`src/design/analog_pkg.sv`:
```
// Shared widths, sample types and generator opcodes of the analog datapath
// Every RTL module refers to these by scoped name

package analog_pkg;

  ////////////////////////////////////////////////////////////////////////////
  // Widths
  ////////////////////////////////////////////////////////////////////////////

  localparam int ADC_RAW_W = 16;  // Raw ADC word, two LSBs unused
  localparam int SAMPLE_W  = 14;  // Signed sample width

  ////////////////////////////////////////////////////////////////////////////
  // Sample types
  ////////////////////////////////////////////////////////////////////////////

  // One 14-bit two's complement sample
  typedef logic signed [SAMPLE_W-1:0] sample_t;

  // Sum of two samples, one guard bit
  typedef logic signed [SAMPLE_W:0] sum_t;

  // One sample per channel, a in the upper half
  typedef struct packed {
    sample_t a;  // Channel 1
    sample_t b;  // Channel 2
  } ch_pair_t;

  // Generator opcode
  typedef enum logic [1:0] {
    GEN_OFF   = 2'd0,  // Output zero
    GEN_CONST = 2'd1,  // DC level on both channels
    GEN_RAMP  = 2'd2   // Sawtooth from phase accumulator
  } gen_mode_e;

  ////////////////////////////////////////////////////////////////////////////
  // Saturation limits
  ////////////////////////////////////////////////////////////////////////////

  localparam sample_t SAMPLE_MAX = sample_t'(8191);   // Full scale positive
  localparam sample_t SAMPLE_MIN = sample_t'(-8192);  // Full scale negative

endpackage

```
`src/design/adc_frontend.sv`:
```
// ADC capture stage, drops the ADC LSBs and converts offset code to signed
// Loopback mode feeds the last mixer sample back in place of the ADC words

`timescale 1ns/100ps

module adc_frontend (
  input  logic                                 adc_clk,
  input  logic                                 rst_n_i,      // Sync, active low
  input  logic                                 adc_valid_i,  // Sample strobe
  input  logic [analog_pkg::ADC_RAW_W-1:0]     adc_dat_a_i,  // Raw word ch a
  input  logic [analog_pkg::ADC_RAW_W-1:0]     adc_dat_b_i,  // Raw word ch b
  input  logic                                 loop_en_i,    // Digital loopback
  input  analog_pkg::ch_pair_t                 dac_pair_i,   // Last mixer output
  output analog_pkg::ch_pair_t                 in_pair_o,
  output logic                                 in_vld_o
);

//////////////////////////////////////////////////////////////////////////////
// Code conversion
//////////////////////////////////////////////////////////////////////////////

  // Negative slope offset code to two's complement
  function automatic analog_pkg::sample_t adc_to_signed(
    input logic [analog_pkg::ADC_RAW_W-1:0] raw
  );
    logic [analog_pkg::SAMPLE_W-1:0] top;
    top = raw[analog_pkg::ADC_RAW_W-1 -: analog_pkg::SAMPLE_W];  // Keep 15..2
    // Sign stays, magnitude bits flip
    return {top[analog_pkg::SAMPLE_W-1], ~top[analog_pkg::SAMPLE_W-2:0]};
  endfunction

  analog_pkg::ch_pair_t adc_pair;  // Converted ADC words
  analog_pkg::ch_pair_t sel_pair;  // After loopback mux

  assign adc_pair.a = adc_to_signed(adc_dat_a_i);
  assign adc_pair.b = adc_to_signed(adc_dat_b_i);
  assign sel_pair   = loop_en_i ? dac_pair_i : adc_pair;  // Loopback wins

//////////////////////////////////////////////////////////////////////////////
// Input register
//////////////////////////////////////////////////////////////////////////////

  always_ff @(posedge adc_clk)
  begin
    if (!rst_n_i)
    begin
      in_pair_o <= '0;    // Zero pair out of reset
      in_vld_o  <= 1'b0;
    end
    else
    begin
      in_vld_o <= adc_valid_i;  // One cycle latency
      if (adc_valid_i)
      begin
        in_pair_o <= sel_pair;  // Hold between strobes
      end
    end
  end

//////////////////////////////////////////////////////////////////////////////
// Checks
//////////////////////////////////////////////////////////////////////////////

  // Strobe leaves exactly one cycle after it arrives
  a_vld_delay : assert property (
    @(posedge adc_clk) disable iff (!rst_n_i)
    $past(rst_n_i) |-> (in_vld_o == $past(adc_valid_i))
  );

endmodule

```
`src/design/waveform_generator.sv`:
```
// Stand-in for the arbitrary signal generator, one sample per input strobe
// Off, constant level or a ramp from a wrapping phase accumulator

`timescale 1ns/100ps

module waveform_generator #(
  parameter int ACC_W = 24  // Phase accumulator width
)(
  input  logic                   adc_clk,
  input  logic                   rst_n_i,      // Sync, active low
  input  logic                   in_vld_i,     // Sample strobe from frontend
  input  analog_pkg::gen_mode_e  gen_mode_i,   // Opcode
  input  analog_pkg::sample_t    gen_level_i,  // Constant mode level
  input  logic [ACC_W-1:0]       gen_step_i,   // Ramp increment per sample
  output analog_pkg::ch_pair_t   gen_pair_o,
  output logic                   gen_vld_o
);

  logic [ACC_W-1:0]      acc;       // Ramp phase
  logic [ACC_W-1:0]      acc_nxt;   // Phase after this sample
  analog_pkg::sample_t   ramp_a;    // Ramp sample, channel a
  analog_pkg::ch_pair_t  pair_nxt;  // Sample to register

//////////////////////////////////////////////////////////////////////////////
// Next sample
//////////////////////////////////////////////////////////////////////////////

  assign acc_nxt = acc + gen_step_i;  // Wraps at 2**ACC_W
  assign ramp_a  = acc_nxt[ACC_W-1 -: analog_pkg::SAMPLE_W];  // Top bits

  always_comb
  begin
    case (gen_mode_i)
      analog_pkg::GEN_CONST:
      begin
        pair_nxt.a = gen_level_i;
        pair_nxt.b = gen_level_i;
      end
      analog_pkg::GEN_RAMP:
      begin
        pair_nxt.a = ramp_a;
        // Same ramp shifted by half a period
        pair_nxt.b = {~ramp_a[analog_pkg::SAMPLE_W-1],
                      ramp_a[analog_pkg::SAMPLE_W-2:0]};
      end
      default:
        pair_nxt = '0;  // GEN_OFF
    endcase
  end

//////////////////////////////////////////////////////////////////////////////
// Registers
//////////////////////////////////////////////////////////////////////////////

  always_ff @(posedge adc_clk)
  begin
    if (!rst_n_i)
    begin
      acc        <= '0;
      gen_pair_o <= '0;
      gen_vld_o  <= 1'b0;
    end
    else
    begin
      gen_vld_o <= in_vld_i;
      if (gen_mode_i != analog_pkg::GEN_RAMP)
        acc <= '0;               // Ramp restarts from zero phase
      else if (in_vld_i)
        acc <= acc_nxt;          // One step per sample
      if (in_vld_i)
        gen_pair_o <= pair_nxt;
    end
  end

  // Opcode must be a defined mode whenever a sample is taken
  a_mode_legal : assert property (
    @(posedge adc_clk) disable iff (!rst_n_i)
    in_vld_i |-> gen_mode_i inside {analog_pkg::GEN_OFF, analog_pkg::GEN_CONST,
                                    analog_pkg::GEN_RAMP}
  );

endmodule

```
`src/design/p_controller.sv`:
```
// Stand-in for the PID, proportional term only on each channel
// Output = clamp(((setpoint - input) * kp) >>> KP_SHIFT)

`timescale 1ns/100ps

module p_controller #(
  parameter int KP_SHIFT = 6  // Gain fraction bits
)(
  input  logic                  adc_clk,
  input  logic                  rst_n_i,     // Sync, active low
  input  analog_pkg::ch_pair_t  in_pair_i,   // Measured samples
  input  logic                  in_vld_i,
  input  analog_pkg::sample_t   setpoint_i,  // Shared by both channels
  input  logic signed [7:0]     kp_i,        // Signed gain
  output analog_pkg::ch_pair_t  ctl_pair_o,
  output logic                  ctl_vld_o
);

  // Error is one bit wider than a sample, gain adds eight more
  localparam int PROD_W = analog_pkg::SAMPLE_W + 1 + 8;

  analog_pkg::ch_pair_t ctl_nxt;  // Clamped terms

//////////////////////////////////////////////////////////////////////////////
// Proportional term
//////////////////////////////////////////////////////////////////////////////

  function automatic analog_pkg::sample_t p_term(
    input analog_pkg::sample_t sp,
    input analog_pkg::sample_t x,
    input logic signed [7:0]   kp
  );
    analog_pkg::sum_t          err;     // Setpoint minus input
    logic signed [PROD_W-1:0]  prod;    // Full precision product
    logic signed [PROD_W-1:0]  scaled;  // After gain shift
    err    = analog_pkg::sum_t'(sp) - analog_pkg::sum_t'(x);  // Cannot overflow
    prod   = err * kp;
    scaled = prod >>> KP_SHIFT;  // Arithmetic, rounds toward minus infinity
    if (scaled > analog_pkg::SAMPLE_MAX)
      return analog_pkg::SAMPLE_MAX;
    else if (scaled < analog_pkg::SAMPLE_MIN)
      return analog_pkg::SAMPLE_MIN;
    else
      return analog_pkg::sample_t'(scaled);
  endfunction

  assign ctl_nxt.a = p_term(setpoint_i, in_pair_i.a, kp_i);
  assign ctl_nxt.b = p_term(setpoint_i, in_pair_i.b, kp_i);

//////////////////////////////////////////////////////////////////////////////
// Output register
//////////////////////////////////////////////////////////////////////////////

  always_ff @(posedge adc_clk)
  begin
    if (!rst_n_i)
    begin
      ctl_pair_o <= '0;
      ctl_vld_o  <= 1'b0;
    end
    else
    begin
      ctl_vld_o <= in_vld_i;  // Lines up with generator strobe
      if (in_vld_i)
      begin
        ctl_pair_o <= ctl_nxt;
      end
    end
  end

endmodule

```
`src/design/dac_mixer.sv`:
```
// Adds generator and controller outputs, saturates and forms DAC codes
// The signed result also goes back to the frontend for loopback

`timescale 1ns/100ps

module dac_mixer (
  input  logic                                 adc_clk,
  input  logic                                 rst_n_i,      // Sync, active low
  input  analog_pkg::ch_pair_t                 gen_pair_i,   // Generator samples
  input  logic                                 gen_vld_i,    // Also times ctl_pair_i
  input  analog_pkg::ch_pair_t                 ctl_pair_i,   // Controller samples
  output analog_pkg::ch_pair_t                 out_pair_o,   // Saturated signed sum
  output logic [analog_pkg::SAMPLE_W-1:0]      dac_dat_a_o,  // Neg-slope DAC code
  output logic [analog_pkg::SAMPLE_W-1:0]      dac_dat_b_o,
  output logic [1:0]                           dac_sat_o,    // [0] ch a, [1] ch b
  output logic                                 dac_valid_o
);

  localparam logic [analog_pkg::SAMPLE_W-1:0] DAC_ZERO = 14'h1fff;  // Code of 0

  analog_pkg::sum_t      sum_a;     // Raw sums
  analog_pkg::sum_t      sum_b;
  analog_pkg::ch_pair_t  sat_pair;  // Clamped sums
  logic [1:0]            sat_flag;  // Clamp happened

//////////////////////////////////////////////////////////////////////////////
// Sum and saturation
//////////////////////////////////////////////////////////////////////////////

  function automatic analog_pkg::sample_t clamp(input analog_pkg::sum_t s);
    if (s > analog_pkg::SAMPLE_MAX)
      return analog_pkg::SAMPLE_MAX;
    else if (s < analog_pkg::SAMPLE_MIN)
      return analog_pkg::SAMPLE_MIN;
    else
      return analog_pkg::sample_t'(s);
  endfunction

  // Signed to negative slope offset code
  function automatic logic [analog_pkg::SAMPLE_W-1:0] to_dac(
    input analog_pkg::sample_t s
  );
    return {s[analog_pkg::SAMPLE_W-1], ~s[analog_pkg::SAMPLE_W-2:0]};
  endfunction

  assign sum_a = analog_pkg::sum_t'(gen_pair_i.a) + analog_pkg::sum_t'(ctl_pair_i.a);
  assign sum_b = analog_pkg::sum_t'(gen_pair_i.b) + analog_pkg::sum_t'(ctl_pair_i.b);

  assign sat_pair.a = clamp(sum_a);
  assign sat_pair.b = clamp(sum_b);

  // Guard bit differs from sign when out of range
  assign sat_flag = {sum_b[analog_pkg::SAMPLE_W] ^ sum_b[analog_pkg::SAMPLE_W-1],
                     sum_a[analog_pkg::SAMPLE_W] ^ sum_a[analog_pkg::SAMPLE_W-1]};

//////////////////////////////////////////////////////////////////////////////
// Output registers
//////////////////////////////////////////////////////////////////////////////

  always_ff @(posedge adc_clk)
  begin
    if (!rst_n_i)
    begin
      out_pair_o  <= '0;
      dac_dat_a_o <= DAC_ZERO;  // DAC idles at mid scale
      dac_dat_b_o <= DAC_ZERO;
      dac_sat_o   <= 2'b00;
      dac_valid_o <= 1'b0;
    end
    else
    begin
      dac_valid_o <= gen_vld_i;
      dac_sat_o   <= gen_vld_i ? sat_flag : 2'b00;  // Pulse with the sample
      if (gen_vld_i)
      begin
        out_pair_o  <= sat_pair;
        dac_dat_a_o <= to_dac(sat_pair.a);
        dac_dat_b_o <= to_dac(sat_pair.b);
      end
    end
  end

  // Saturation flags only qualify a valid sample
  a_sat_qual : assert property (
    @(posedge adc_clk) disable iff (!rst_n_i)
    !dac_valid_o |-> (dac_sat_o == 2'b00)
  );

endmodule

```
`src/design/analog_loop_top.sv`:
```
// Top level of the analog loop, ADC frontend into generator and P controller
// Their mixed sum drives the DAC ports three cycles after each ADC strobe

`timescale 1ns/100ps

module analog_loop_top #(
  parameter int ACC_W    = 24,  // Generator phase accumulator
  parameter int KP_SHIFT = 6    // Controller gain shift
)(
  input  logic                                 adc_clk,
  input  logic                                 rst_n_i,      // Sync, active low
  // ADC
  input  logic                                 adc_valid_i,  // Sample strobe
  input  logic [analog_pkg::ADC_RAW_W-1:0]     adc_dat_a_i,
  input  logic [analog_pkg::ADC_RAW_W-1:0]     adc_dat_b_i,
  // Configuration
  input  logic                                 loop_en_i,    // Digital loopback
  input  analog_pkg::gen_mode_e                gen_mode_i,
  input  analog_pkg::sample_t                  gen_level_i,
  input  logic [ACC_W-1:0]                     gen_step_i,
  input  analog_pkg::sample_t                  setpoint_i,
  input  logic signed [7:0]                    kp_i,
  // DAC
  output logic [analog_pkg::SAMPLE_W-1:0]      dac_dat_a_o,  // Neg-slope code
  output logic [analog_pkg::SAMPLE_W-1:0]      dac_dat_b_o,
  output analog_pkg::sample_t                  out_a_o,      // Signed sum ch a
  output analog_pkg::sample_t                  out_b_o,      // Signed sum ch b
  output logic [1:0]                           dac_sat_o,
  output logic                                 dac_valid_o
);

  analog_pkg::ch_pair_t in_pair;   // Converted input
  logic                 in_vld;
  analog_pkg::ch_pair_t gen_pair;  // Generator output
  logic                 gen_vld;   // Also marks ctl_pair
  analog_pkg::ch_pair_t ctl_pair;  // Controller output
  analog_pkg::ch_pair_t out_pair;  // Mixer result, loopback source

  adc_frontend i_frontend (
    .adc_clk     (adc_clk    ),
    .rst_n_i     (rst_n_i    ),
    .adc_valid_i (adc_valid_i),
    .adc_dat_a_i (adc_dat_a_i),
    .adc_dat_b_i (adc_dat_b_i),
    .loop_en_i   (loop_en_i  ),
    .dac_pair_i  (out_pair   ),
    .in_pair_o   (in_pair    ),
    .in_vld_o    (in_vld     )
  );

  waveform_generator #(.ACC_W (ACC_W)) i_gen (
    .adc_clk (adc_clk), .rst_n_i (rst_n_i), .in_vld_i (in_vld),
    .gen_mode_i (gen_mode_i), .gen_level_i (gen_level_i), .gen_step_i (gen_step_i),
    .gen_pair_o (gen_pair), .gen_vld_o (gen_vld)
  );

  // Strobe equals gen_vld every cycle, the mixer times both pairs on that
  p_controller #(.KP_SHIFT (KP_SHIFT)) i_ctl (
    .adc_clk (adc_clk), .rst_n_i (rst_n_i), .in_pair_i (in_pair), .in_vld_i (in_vld),
    .setpoint_i (setpoint_i), .kp_i (kp_i), .ctl_pair_o (ctl_pair), .ctl_vld_o ()
  );

  dac_mixer i_mixer (
    .adc_clk (adc_clk), .rst_n_i (rst_n_i),
    .gen_pair_i (gen_pair), .gen_vld_i (gen_vld), .ctl_pair_i (ctl_pair),
    .out_pair_o (out_pair), .dac_dat_a_o (dac_dat_a_o), .dac_dat_b_o (dac_dat_b_o),
    .dac_sat_o (dac_sat_o), .dac_valid_o (dac_valid_o)
  );

  // Flattened mixer result
  assign out_a_o = out_pair.a;
  assign out_b_o = out_pair.b;

endmodule

```
`config.mk`:
```
export PLATFORM = sky130hd
export DESIGN_NAME = analog_loop_top
export DESIGN_NICKNAME = d
export VERILOG_FILES = /design/src/design/analog_pkg.sv /design/src/design/adc_frontend.sv /design/src/design/waveform_generator.sv /design/src/design/p_controller.sv /design/src/design/dac_mixer.sv /design/src/design/analog_loop_top.sv
export SDC_FILE = /design/constraint.sdc
export NUM_CORES = 1
export LEC_CHECK = 0
export BUFFER_PORTS_ARGS = -buffer_cell sky130_fd_sc_hd__buf_4
export CAP_MARGIN = 20
export CORE_MARGIN = 2
export CORE_UTILIZATION = 65
export DETAILED_ROUTE_END_ITERATION = 10
export GPL_TIMING_DRIVEN = 1
export PLACE_DENSITY_LB_ADDON = 0.1
export SLEW_MARGIN = 20
export SYNTH_ARGS = -nofsm -noshare
export SYNTH_HDL_FRONTEND = slang
export SYNTH_HIERARCHICAL = 1
export SYNTH_SLANG_ARGS = --single-unit
```
`constraint.sdc`:
```
create_clock -name adc_clk -period 14.7 [get_ports adc_clk]
set_input_delay 1.47 -clock adc_clk [delete_from_list [all_inputs] [get_ports adc_clk]]
set_output_delay 1.47 -clock adc_clk [all_outputs]
set_load 0.03 [all_outputs]
```
; ---- Word-level counts from Yosys, hierarchy flattened
; Index checks and enable logic that the tools add are counted.
[totals]
reg_bits = 169
latchBits = 0
mem_bits_rw = 0
romBits = 0
input_bits = 98
output_inout_bits = 59
wordCells = 53
mem_count = 0
[classes]
n_addsub = 5
mul = 2
div = 0
magnitude_cmp = 8
eq_ne = 3
shifts = 0
n_mux = 10
bitwise_logic = 8
reduce_logical = 2
[op_table]
columns = op, n
row1 = 14-bit two-way mux, 8
row2 = 28-bit one-hot mux with 2 select lines, 1
row3 = 13-bit NOT, 4
row4 = 15-bit by 8-bit multiplier with 23-bit output, 2
row5 = 17-bit by 14-bit greater-than comparator with 1-bit output (second input constant), 2
row6 = 17-bit by 14-bit less-than comparator with 1-bit output (second input constant), 2
row7 = 14-bit by 14-bit adder with 15-bit output, 2
row8 = 15-bit by 14-bit greater-than comparator with 1-bit output (second input constant), 2
row9 = 15-bit by 14-bit less-than comparator with 1-bit output (second input constant), 2
row10 = 14-bit by 14-bit subtractor with 15-bit output, 2
row11 = 28-bit two-way mux, 1
row12 = 24-bit adder, 1
row13 = 2-bit by 1-bit equality test with 1-bit output (second input constant), 1
row14 = 2-bit equality test (second input constant), 1
row15 = 2-bit != test (second input constant), 1
row16 = 1-bit NOT, 2
row17 = 2-bit AND reduction, 1
row18 = 2-bit OR reduction, 1
row19 = 1-bit bitwise XOR, 2

; ---- Longest topological paths before layout
; Gate-level depths: netlist of run 1.
[depth]
ltp_word = 5
depth_mapped = 33
ltp_nobuf = 32

; ---- Modules after synthesis
; The synthesis of run 1 kept the hierarchy.
[modules_own_cells]
columns = module, n_inst, cells_each, area_each_um2, seq_area_each_um2
row1 = p_controller, 1, 1227, 10500.1, 580.6
row2 = dac_mixer, 1, 415, 3686.0, 1141.1
row3 = waveform_generator, 1, 364, 3039.2, 800.8
row4 = adc_frontend, 1, 155, 1276.2, 580.6

; ---- Worst setup path before layout of run 1
; No wires, ideal clock.
[synth_path]
path_type = input to register
from = input setpoint_i[0]
to = register i_ctl/ctl_pair_o[0] (netlist bit)
setup_time_ns = 0.066
arrival_time_ns = 7.923
required_ns = 14.634
setup_slack_ns = 6.710
cell_stages = 30
n_path_buf = 1
cell_sequence = inv_1 -> ha_1 -> fa_1 -> nor2b_1 -> o21ai_0 -> a21boi_0 -> o21ai_0 -> a21boi_0 -> o2111ai_1 -> nand3_1 -> nand3_1 -> a31oi_1 -> nand2b_1 -> fa_1 -> inv_1 -> fa_1 -> fa_1 -> inv_1 -> fa_1 -> inv_1 -> ha_1 -> nand3_1 -> o41a_1 -> o21ai_1 -> xor2_1 -> nand2b_4 -> o21ai_2 -> buf_6 -> nand2_1 -> a21oi_2
[synth_between]
elab_chain_len = 5
elab_cells_between_ends = 6
cone_classes = add/sub: 1 / mul: 1 / order compare: 2 / mux: 2
[synth_rtl]
columns = item, line_no
row1 = from (decl), analog_loop_top.sv:21  ; input analog_pkg::sample_t setpoint_i,
row2 = 14-bit by 14-bit subtractor with 15-bit output (*), p_controller.sv:36  ; err = analog_pkg::sum_t'(sp) - analog_pkg::sum_t'(x);
row3 = 15-bit by 8-bit multiplier with 23-bit output (*), p_controller.sv:37  ; prod = err * kp;
row4 = 17-bit by 14-bit less-than comparator with 1-bit output, p_controller.sv:41  ; else if (scaled < analog_pkg::SAMPLE_MIN)
row5 = 14-bit two-way mux, p_controller.sv:41
row6 = 14-bit two-way mux (*), p_controller.sv:39  ; if (scaled > analog_pkg::SAMPLE_MAX)
row7 = to (signal assigned), p_controller.sv:66  ; ctl_pair_o <= ctl_nxt;
row8 = to (decl), p_controller.sv:15  ; output analog_pkg::ch_pair_t ctl_pair_o,
; Mark *: on every way between the ends. The rest lies on a longest branch, timed or not.
; A chain may end at the register's enable or synchronous reset.

; ---- Final worst setup path of run 1
[layout_path]
from = input setpoint_i[0]
to = register i_ctl/ctl_pair_o[24] (netlist bit)
; Same word-level chain as after synthesis.

==> run_results.csv, run 1 <==
group,metric,value,unit
outcome,status,"complete, no violations",
synthesis,ys_warn_count,6,
grt,first_global_vias,15701,
setup_path,r2r_slack,6600,ps
power_and_ir_drop,switchingPower,2.765,mW
setup_path,cp-start-kind,"input pin",
clock_tree,cts_buffers,17,
floorplan,die_y,172.6,µm
setup_path,cp.arrival,9220,ps
clock_tree,htreeDepth,4,
floorplan,start_util,0.6632,
clock_tree,cts_tree,"done",
sta,finalSetupViolCount,0,
clock_tree,cts_buffer_depth,2,
clock_tree,clk_latency,430,ps
setup_path,r2r_end,"i_ctl/ctl_pair_o[24]",
synthesis,syn-cell-area,0.01848,mm²
min_path,min_to,"i_gen/acc[17]",
synthesis,syn_area_per_cell,8.557,µm²
clock_tree,postCtsSetupRepairBufs,0,
clock_tree,clock_sinks,154,
clock_tree,cts_resized,0,
finish,num-nets-final,2696,
setup_path,rr_startpoint,"i_frontend/in_pair_o[14]",
power_and_ir_drop,seq_power_share,0.100,
setup_path,reg2reg_depth,31,
setup_path,critPathRequiredTime,14990,ps
detailed_routing,via_count,15527,
sta,min_period,8938,ps
min_path,worstHoldPathCells,2,
placement,hpwl,37070,µm
grt,grt_max_degree,81,
min_path,hold_path_startpoint,"i_gen/acc[17]",
sta,tightest_slew,1057,ps
finish,post-route-util,0.7260,
sta,hold_violations,0,
finish,synthToLayoutAreaGrowth,9.468,%
power_and_ir_drop,ir_drop,192.1,µV
sta,finalHoldWorstSlack,487.4,ps
detailed_routing,ant_nets,0,
floorplan,io_pins,157,
floorplan,die_area,0.02979,mm²
power_and_ir_drop,switching_share,0.5462,
finish,register_area,0.003085,mm²
detailed_routing,drt-initial-drc-count,1184,
grt,antenna_found_initial,0,
setup_path,path_max_fanout,13,
floorplan,core_area,0.02786,mm²
setup_path,crit_path_frequent_cell,"inv_1",
power_and_ir_drop,internal_power,2.298,mW
finish,drive_above_1_share,0.1098,
sta,clock_skew,17.83,ps
floorplan,row_count,61,
clock_tree,hold_buffers,0,
finish,final_area,0.02022,mm²
clock_tree,cts-root-buf,"clkbuf_16",
sta,drv_slew,0,
min_path,hold_class,"reg -> reg",
placement,placed_area,0.01961,mm²
detailed_routing,routedWlPerCell,18.01,µm
sta,rsz0062_at_grt,"no",
finish,diodes,0,
grt,grt_use_total,0.3257,
placement,gp_congestion,0.9348,
placement,portBuffers,152,
floorplan,die_x,172.6,µm
power_and_ir_drop,power.leakage,9.460,nW
clock_tree,clk_pin_slew_worst_paths,80,ps
synthesis,syn_nets,2619,
power_and_ir_drop,comb_power_share,0.811,
sta,slew_headroom,0.2897,
setup_path,critPathCaptureType,"register",
detailed_routing,post-route-drc-count,0,
power_and_ir_drop,pwr_density_cell,250.4,mW/mm²
power_and_ir_drop,clkPwrFrac,0.088,
setup_path,cp_slowest_stage_delay,620,ps
sta,fin_crit_sh,0.6080,
sta,max_freq,0.1119,GHz
synthesis,synth_cells,2159,
finish,fill_cells,2230,
finish,multi_input_comb_area,0.01375,mm²
flow_run,drv_cap,0,
sta,setup_tns,0,ps
sta,fin_ws,5762,ps
detailed_routing,via_per_inst,5.911,
placement,place_worst_setup_slack,5457,ps
detailed_routing,drt_first_pass_iters,5,
setup_path,criticalPathCategory,"in -> reg",
grt,overflow,0,
grt,grt_pass1_wl,79270,µm
detailed_routing,wirelength,47310,µm
setup_path,cpMaxStageDelayCell,"a21oi_1",
-- metrics by stage --
step,power (mW),instances
after floorplan,3.613,2159
after global placement,4.404,2595
after detailed placement,4.499,2595
after CTS,5.004,2627
after global routing,5.568,2627
final,5.063,2627
-- flip-flops by register name (all words and copies together) (netlist names) --
register / flops
i_gen/gen_vld_o: 1
i_mixer/dac_dat_a_o: 13
i_gen/gen_pair_o: 15
i_mixer/dac_sat_o: 2
i_mixer/dac_valid_o: 1
i_mixer/dac_dat_b_o: 13
i_frontend/in_pair_o: 28
i_gen/acc: 24
i_frontend/in_vld_o: 1
i_mixer/out_pair_o: 28
i_ctl/ctl_pair_o: 28
-- placed cells by master (no fill, tap or decap), drive strengths merged, types with 16 or more instances in the layout --
cell / count
dfxtp: 154
buf: 158
o21ai: 119
and3b: 17
a21oi: 108
nor2b: 45
nor2: 114
nor3: 25
xor2: 33
fa: 195
or2: 29
clkbuf: 17
nand2: 163
nand3: 33
a21o: 25
or3: 16
and2: 145
nand4: 27
ha: 167
a31oi: 34
xnor2: 59
inv: 304
nand2b: 31
-- cell type report --
type	instances	share of cell area
multi-input cells	1608	0.6800
flip-flops and latches	154	0.1526
repair buffers	158	0.05865
inverters	297	0.05512
well taps	378	0.02339
clock buffers	17	0.02103
clock inverters	15	0.009280
-- critical path, delay by kind of cell --
family / cells / cell delay, ps
AO/OA/AOI/OAI: 14 / 3210
adder cells (fa/ha/maj): 7 / 2950
buffers and inverters: 6 / 450
AND/OR/NAND/NOR: 6 / 1130
-- worst max-delay path by stage --
stage | start | to | slack (ps) | cells after the start
final | setpoint_i[0] | i_ctl/ctl_pair_o[24] | 5760 | 33
after global routing | setpoint_i[0] | i_ctl/ctl_pair_o[10] | 5130 | 32
after CTS | setpoint_i[0] | i_ctl/ctl_pair_o[24] | 5870 | 33
after detailed placement | setpoint_i[0] | i_ctl/ctl_pair_o[21] | 5460 | 33
after global placement | setpoint_i[0] | i_ctl/ctl_pair_o[16] | 5490 | 33
after floorplan | setpoint_i[0] | i_ctl/ctl_pair_o[12] | 6710 | 30
-- power by group through the flow --
| stage | combinational [mW] | sequential [mW] | clock [mW] |
|---|---|---|---|
| 4_1_cts | 4.04 | 0.507 | 0.453 |
| 3_3_place_gp | 3.89 | 0.514 | 0 |
| 6_report | 4.11 | 0.509 | 0.448 |
| 2_1_floorplan | 3.10 | 0.516 | 0 |
| 3_5_place_dp | 3.98 | 0.514 | 0 |
| 5_1_grt | 4.59 | 0.513 | 0.467 |
-- per-layer routing --
layer,global-route usage,share of wire,up-vias
li1,-,-,7388
met1,0.4469,0.44,7555
met2,0.5433,0.48,513
met3,0.04134,0.060,71
met4,0.09330,0.020,0
met5,0,0,-
Power figures use the tool's default switching activity.
==> run 2: changes to the inputs <==
--- a/config.mk
+++ b/config.mk
@@ -5,10 +5,11 @@
 export SDC_FILE = /design/constraint.sdc
 export NUM_CORES = 1
 export LEC_CHECK = 0
+export ABC_AREA = 1
 export BUFFER_PORTS_ARGS = -buffer_cell sky130_fd_sc_hd__buf_4
 export CAP_MARGIN = 20
 export CORE_MARGIN = 2
-export CORE_UTILIZATION = 65
+export CORE_UTILIZATION = 57
 export DETAILED_ROUTE_END_ITERATION = 10
 export GPL_TIMING_DRIVEN = 1
 export PLACE_DENSITY_LB_ADDON = 0.1
==> constraint.sdc (replaced) <==
create_clock -name adc_clk -period 7.57 [get_ports adc_clk]
set_input_delay 0.757 -clock adc_clk [delete_from_list [all_inputs] [get_ports adc_clk]]
set_output_delay 0.757 -clock adc_clk [all_outputs]
set_load 0.03 [all_outputs]
==> run_results.csv, run 2 <==
group,metric,value,unit
clock_tree,postCtsSetupRepairBufs,0,
setup_path,cp_top_family,"adder cells",
sta,max_freq,0.1474,GHz
finish,diodes,0,
clock_tree,cts-root-buf,"clkbuf_16",
setup_path,cp-start-kind,"input pin",
clock_tree,cts_resized,0,
finish,mostFrequentLayoutCells,"808 x nand2_1, 532 x inv_1, 408 x nor2_1, 195 x fa_1",
placement,hpwl,45530,µm
detailed_routing,drt-initial-drc-count,1265,
sta,min_period,6783,ps
grt,met1_usage,0.4293,
clock_tree,cts_buffer_depth,2,
setup_path,criticalPathCategory,"in -> reg",
placement,place_worst_setup_slack,332.2,ps
grt,antenna_found_initial,0,
clock_tree,hold_buffers,0,
finish,synthToLayoutAreaGrowth,9.653,%
setup_path,cpMaxStageDelayCell,"fa_1",
floorplan,io_pins,157,
clock_tree,cts_buffers,17,
placement,gp_congestion,0.9522,
placement,place_inst,3529,
floorplan,row_count,68,
setup_path,path_max_fanout,12,
setup_path,critPathCaptureType,"register",
sta,fin_ws,786.5,ps
synthesis,syn-cell-area,0.02009,mm²
floorplan,die_x,191.7,µm
finish,num-nets-final,3553,
sta,drv_slew,0,
finish,mostFrequentLayoutCell,"nand2_1",
grt,use_met2,0.5172,
grt,overflow,0,
sta,clock_skew,10.08,ps
detailed_routing,via_count,18807,
flow_run,drv_cap,0,
finish,drive_above_1_share,0.09594,
outcome,status,"complete, no violations",
detailed_routing,drt_first_pass_iters,6,
sta,fin_crit_sh,0.8961,
setup_path,cp_slowest_stage_delay,530,ps
grt,grt_use_total,0.3112,
clock_tree,clock_sinks,154,
detailed_routing,routedWlPerCell,15.61,µm
detailed_routing,wirelength,55590,µm
floorplan,die_y,191.7,µm
floorplan,core_area,0.03463,mm²
finish,instances_no_fill,3561,
clock_tree,clk_latency,450,ps
grt,grt.busiest_layer,"met2",
synthesis,synth_cells,3002,
grt,grt_max_degree,74,
clock_tree,cts_tree,"done",
detailed_routing,post-route-drc-count,0,
setup_path,cp.arrival,7090,ps
finish,top_regs,"i_ctl/ctl_pair_o x28, i_frontend/in_pair_o x28, i_mixer/out_pair_o x28",
grt,grt_pass1_wl,90980,µm
min_path,hold_class,"reg -> reg",
sta,slew_headroom,0.3178,
grt,first_global_vias,18059,
clock_tree,clk_pin_slew_worst_paths,80,ps
floorplan,die_area,0.03676,mm²
floorplan,start_util,0.5802,
setup_path,critPathRequiredTime,7880,ps
sta,rsz0062_at_grt,"no",
sta,hold_violations,0,
sta,tightest_slew,1022,ps
placement,portBuffers,152,
clock_tree,htreeDepth,4,
synthesis,ys_warn_count,6,
synthesis,syn_area_per_cell,6.692,µm²
sta,finalSetupViolCount,0,
setup_path,crit_path_frequent_cell,"nand2_1",
synthesis,syn_nets,3462,
detailed_routing,ant_nets,0,
grt,gr-usage-met3,0.02997,
sta,setup_tns,0,ps
detailed_routing,via_per_inst,5.281,
setup_path,path_buf_inv,6,
run 2: layer usage:
layer | vias up | wire, µm
met3 | 72 | 2702
li1 | 9360 | -
met5 | - | 0
met1 | 8884 | 25040
met2 | 491 | 26370
met4 | 0 | 1476
run 2: stage by stage:
step           utilization  instance area, µm²  hold slack [ps]
2_1_floorplan            -               20090            444.7
3_3_place_gp        0.6179               21400            452.2
3_5_place_dp        0.6183               21410            460.1
4_1_cts             0.6362               22030            481.9
5_1_grt             0.6362               22030            497.9
6_report            0.6362               22030            477.6
run 2: path summary, 6_finish.rpt:
path | start | to | depth (start not counted) | slack [ps]
min | i_mixer/dac_dat_b_o[3] | i_mixer/dac_dat_b_o[3] | 2 | 480
min reg2reg | i_mixer/dac_dat_b_o[3] | i_mixer/dac_dat_b_o[3] | 2 | 480
max | setpoint_i[0] | i_ctl/ctl_pair_o[2] | 32 | 790
max reg2reg | i_frontend/in_pair_o[0] | i_ctl/ctl_pair_o[2] | 30 | 850
run 2: area by class of cell:
type	instances	area (µm²)
Multi-Input combinational cell	2203	14430
Tap cell	455	569.3
Clock inverter	15	192.7
Sequential cell	154	3085
Inverter	549	2061
Clock buffer	17	425.4
Timing Repair Buffer	168	1269
Fill cell	3270	12600
run 2: tightest hold or removal path, stage by stage, from the launching register on:
cell     delay, ps
dfxtp_1        330
nand2_1         50
nand3_1         70
Power of run 2 is left out: the tool's default activity adds up to more than one toggle a clock period on the data nets, which glitch-free logic cannot reach.
==> run 3: changes to the inputs <==
--- a/config.mk
+++ b/config.mk
@@ -16,5 +16,4 @@
 export SLEW_MARGIN = 20
 export SYNTH_ARGS = -nofsm -noshare
 export SYNTH_HDL_FRONTEND = slang
-export SYNTH_HIERARCHICAL = 1
 export SYNTH_SLANG_ARGS = --single-unit
==> run_results.csv, run 3 <==
group,metric,value,unit
sta,finalSetupViolCount,0,
synthesis,synth_edf_count,0,
detailed_routing,via_count,17680,
finish,top_regs,"i_ctl.ctl_pair_o x28, i_frontend.in_pair_o x28, i_mixer.out_pair_o x27",
finish,drive_above_1_share,0.1361,
sta,tightest_slew,1075,ps
floorplan,row_count,67,
clock_tree,cts_buffer_depth,2,
setup_path,criticalPathCategory,"in -> reg",
setup_path,rr_startpoint,"i_frontend.in_pair_o[0]",
min_path,hold_class,"reg -> reg",
grt,grt_max_degree,69,
synthesis,synth_cells,2704,
synthesis,synthTopCellsByArea,"fa_1 20%, dfxtp_1 16%, nand2_1 11%",
min_path,hold_path_startpoint,"i_mixer.dac_dat_b_o[11]",
detailed_routing,via_per_inst,5.397,
grt,first_global_vias,17624,
floorplan,die_area,0.03548,mm²
sta,fin_crit_sh,0.9090,
setup_path,cp_slowest_stage_delay,670,ps
setup_path,crit_path_frequent_cell,"fa_1",
setup_path,cp-start-kind,"input pin",
floorplan,start_util,0.5778,
outcome,status,"complete, no violations",
sta,max_freq,0.1453,GHz
clock_tree,clk_latency,440,ps
synthesis,ys_warn_count,0,
synthesis,seq_area_frac_synth,0.1591,
setup_path,critPathRequiredTime,7870,ps
setup_path,cpMaxStageDelayCell,"fa_1",
clock_tree,cts_resized,0,
synthesis,dominantRegCellSynth,"dfxtp_1",
clock_tree,clock_sinks,154,
detailed_routing,drt-initial-drc-count,1177,
grt,grt_pass1_wl,88110,µm
detailed_routing,post-route-drc-count,0,
sta,clock_skew,14.34,ps
synthesis,yosys.cell_count.top_type,"nand2_1",
clock_tree,htreeDepth,4,
detailed_routing,drt_first_pass_iters,5,
synthesis,syn-cell-area,0.01937,mm²
setup_path,critPathCaptureType,"register",
clock_tree,clk_pin_slew_worst_paths,60,ps
setup_path,cp.arrival,7180,ps
synthesis,synth_largest_area_cell,"fa_1",
synthesis,syn_nets,3166,
sta,hold_violations,0,
floorplan,io_pins,157,
synthesis,ys_ff_latch,154,
synthesis,synth-async-reset-ratio,0,
clock_tree,cts_buffers,17,
grt,antenna_found_initial,0,
detailed_routing,wirelength,53630,µm
sta,slew_headroom,0.2824,
synthesis,synth_top_area_frac,0.2015,
sta,min_period,6881,ps
synthesis,ys_types,58,
floorplan,die_y,188.4,µm
sta,drv_slew,0,
flow_run,drv_cap,0,
synthesis,yosys-top-cells-count,"573 x nand2_1, 464 x inv_1, 289 x nor2_1",
finish,diodes,0,
detailed_routing,ant_nets,0,
finish,num-nets-final,3278,
detailed_routing,routedWlPerCell,16.37,µm
finish,mostFrequentLayoutCells,"573 x nand2_1, 463 x inv_1, 289 x nor2_1, 195 x fa_1, 176 x buf_4",
placement,gp_congestion,0.9332,
floorplan,core_area,0.03353,mm²
sta,rsz0062_at_grt,"no",
grt,grt_use_total,0.3090,
sta,setup_tns,0,ps
floorplan,die_x,188.4,µm
clock_tree,cts-root-buf,"clkbuf_16",
finish,synthToLayoutAreaGrowth,10.93,%
setup_path,path_max_fanout,13,
finish,mostFrequentLayoutCell,"nand2_1",
grt,overflow,0,
clock_tree,postCtsSetupRepairBufs,0,
clock_tree,hold_buffers,0,
placement,portBuffers,152,
clock_tree,cts_tree,"done",
placement,hpwl,44210,µm
synthesis,syn_area_per_cell,7.165,µm²
setup_path,worstSetupStartpoint,"setpoint_i[0]",
-- run 3: cell types whose count changed in the layout (fill, tap and decap cells not counted), sizes merged, moves of 8 or more --
cell / delta
o21ai: +45
nand2: -199
inv: -73
buf: +8
or2: +31
a21oi: +17
xor2: -15
o211ai: -8
nor2: -120
a31oi: +26
xnor2: +13
nand3: -35
-- run 3: layer usage --
layer / up-vias / share of wire / GRT usage
li1: 8717 / - / -
met1: 8392 / 0.44 / 0.4118
met2: 479 / 0.47 / 0.5180
met3: 92 / 0.048 / 0.03427
met4: 0 / 0.037 / 0.1184
met5: - / 0 / 0
-- run 3: metrics by stage --
stage	instances	utilization	instance area [µm²]	hold slack [ps]	setup WS (ps)
finish	3276	0.6409	21490	458.3	689.0
global route	3276	0.6409	21490	479.6	68.85
CTS	3276	0.6409	21490	457.6	641.5
detailed placement	3245	0.6222	20860	439.8	227.6
global placement	3245	0.6222	20860	440.5	283.6
floorplan	2704	-	19370	444.7	1023
-- run 3: worst paths after layout --
check | depth (start not counted) | to | slack, ps
setup / recovery | 29 | i_ctl.ctl_pair_o[3] | 690
hold / removal | 2 | i_mixer.dac_dat_b_o[11] | 460
setup reg to reg | 27 | i_ctl.ctl_pair_o[3] | 760
hold reg to reg | 2 | i_mixer.dac_dat_b_o[11] | 460
-- run 3: cells by family after synthesis --
logic type,synth area share
AO/OA/AOI/OAI,0.1273
XOR/XNOR,0.03184
adder cells (fa/ha/maj),0.3106
buffers and inverters,0.1122
flip-flops,0.1591
AND/OR/NAND/NOR,0.2589
-- run 3: area by class of cell --
cell class	instances	area, µm²
Multi-Input combinational cell	1993	14120
Clock inverter	14	202.7
Sequential cell	154	3085
Tap cell	448	560.5
Timing Repair Buffer	176	1321
Inverter	474	1779
Clock buffer	17	425.4
Fill cell	3087	12040
-- run 3: worst max-delay path: cells and delay by family --
kind / cells / cell delay, ps
buffers and inverters: 4 / 330
XOR/XNOR: 1 / 240
adder cells (fa/ha/maj): 7 / 3260
AO/OA/AOI/OAI: 9 / 1670
AND/OR/NAND/NOR: 8 / 900
Power of run 3 is left out for the same reason.
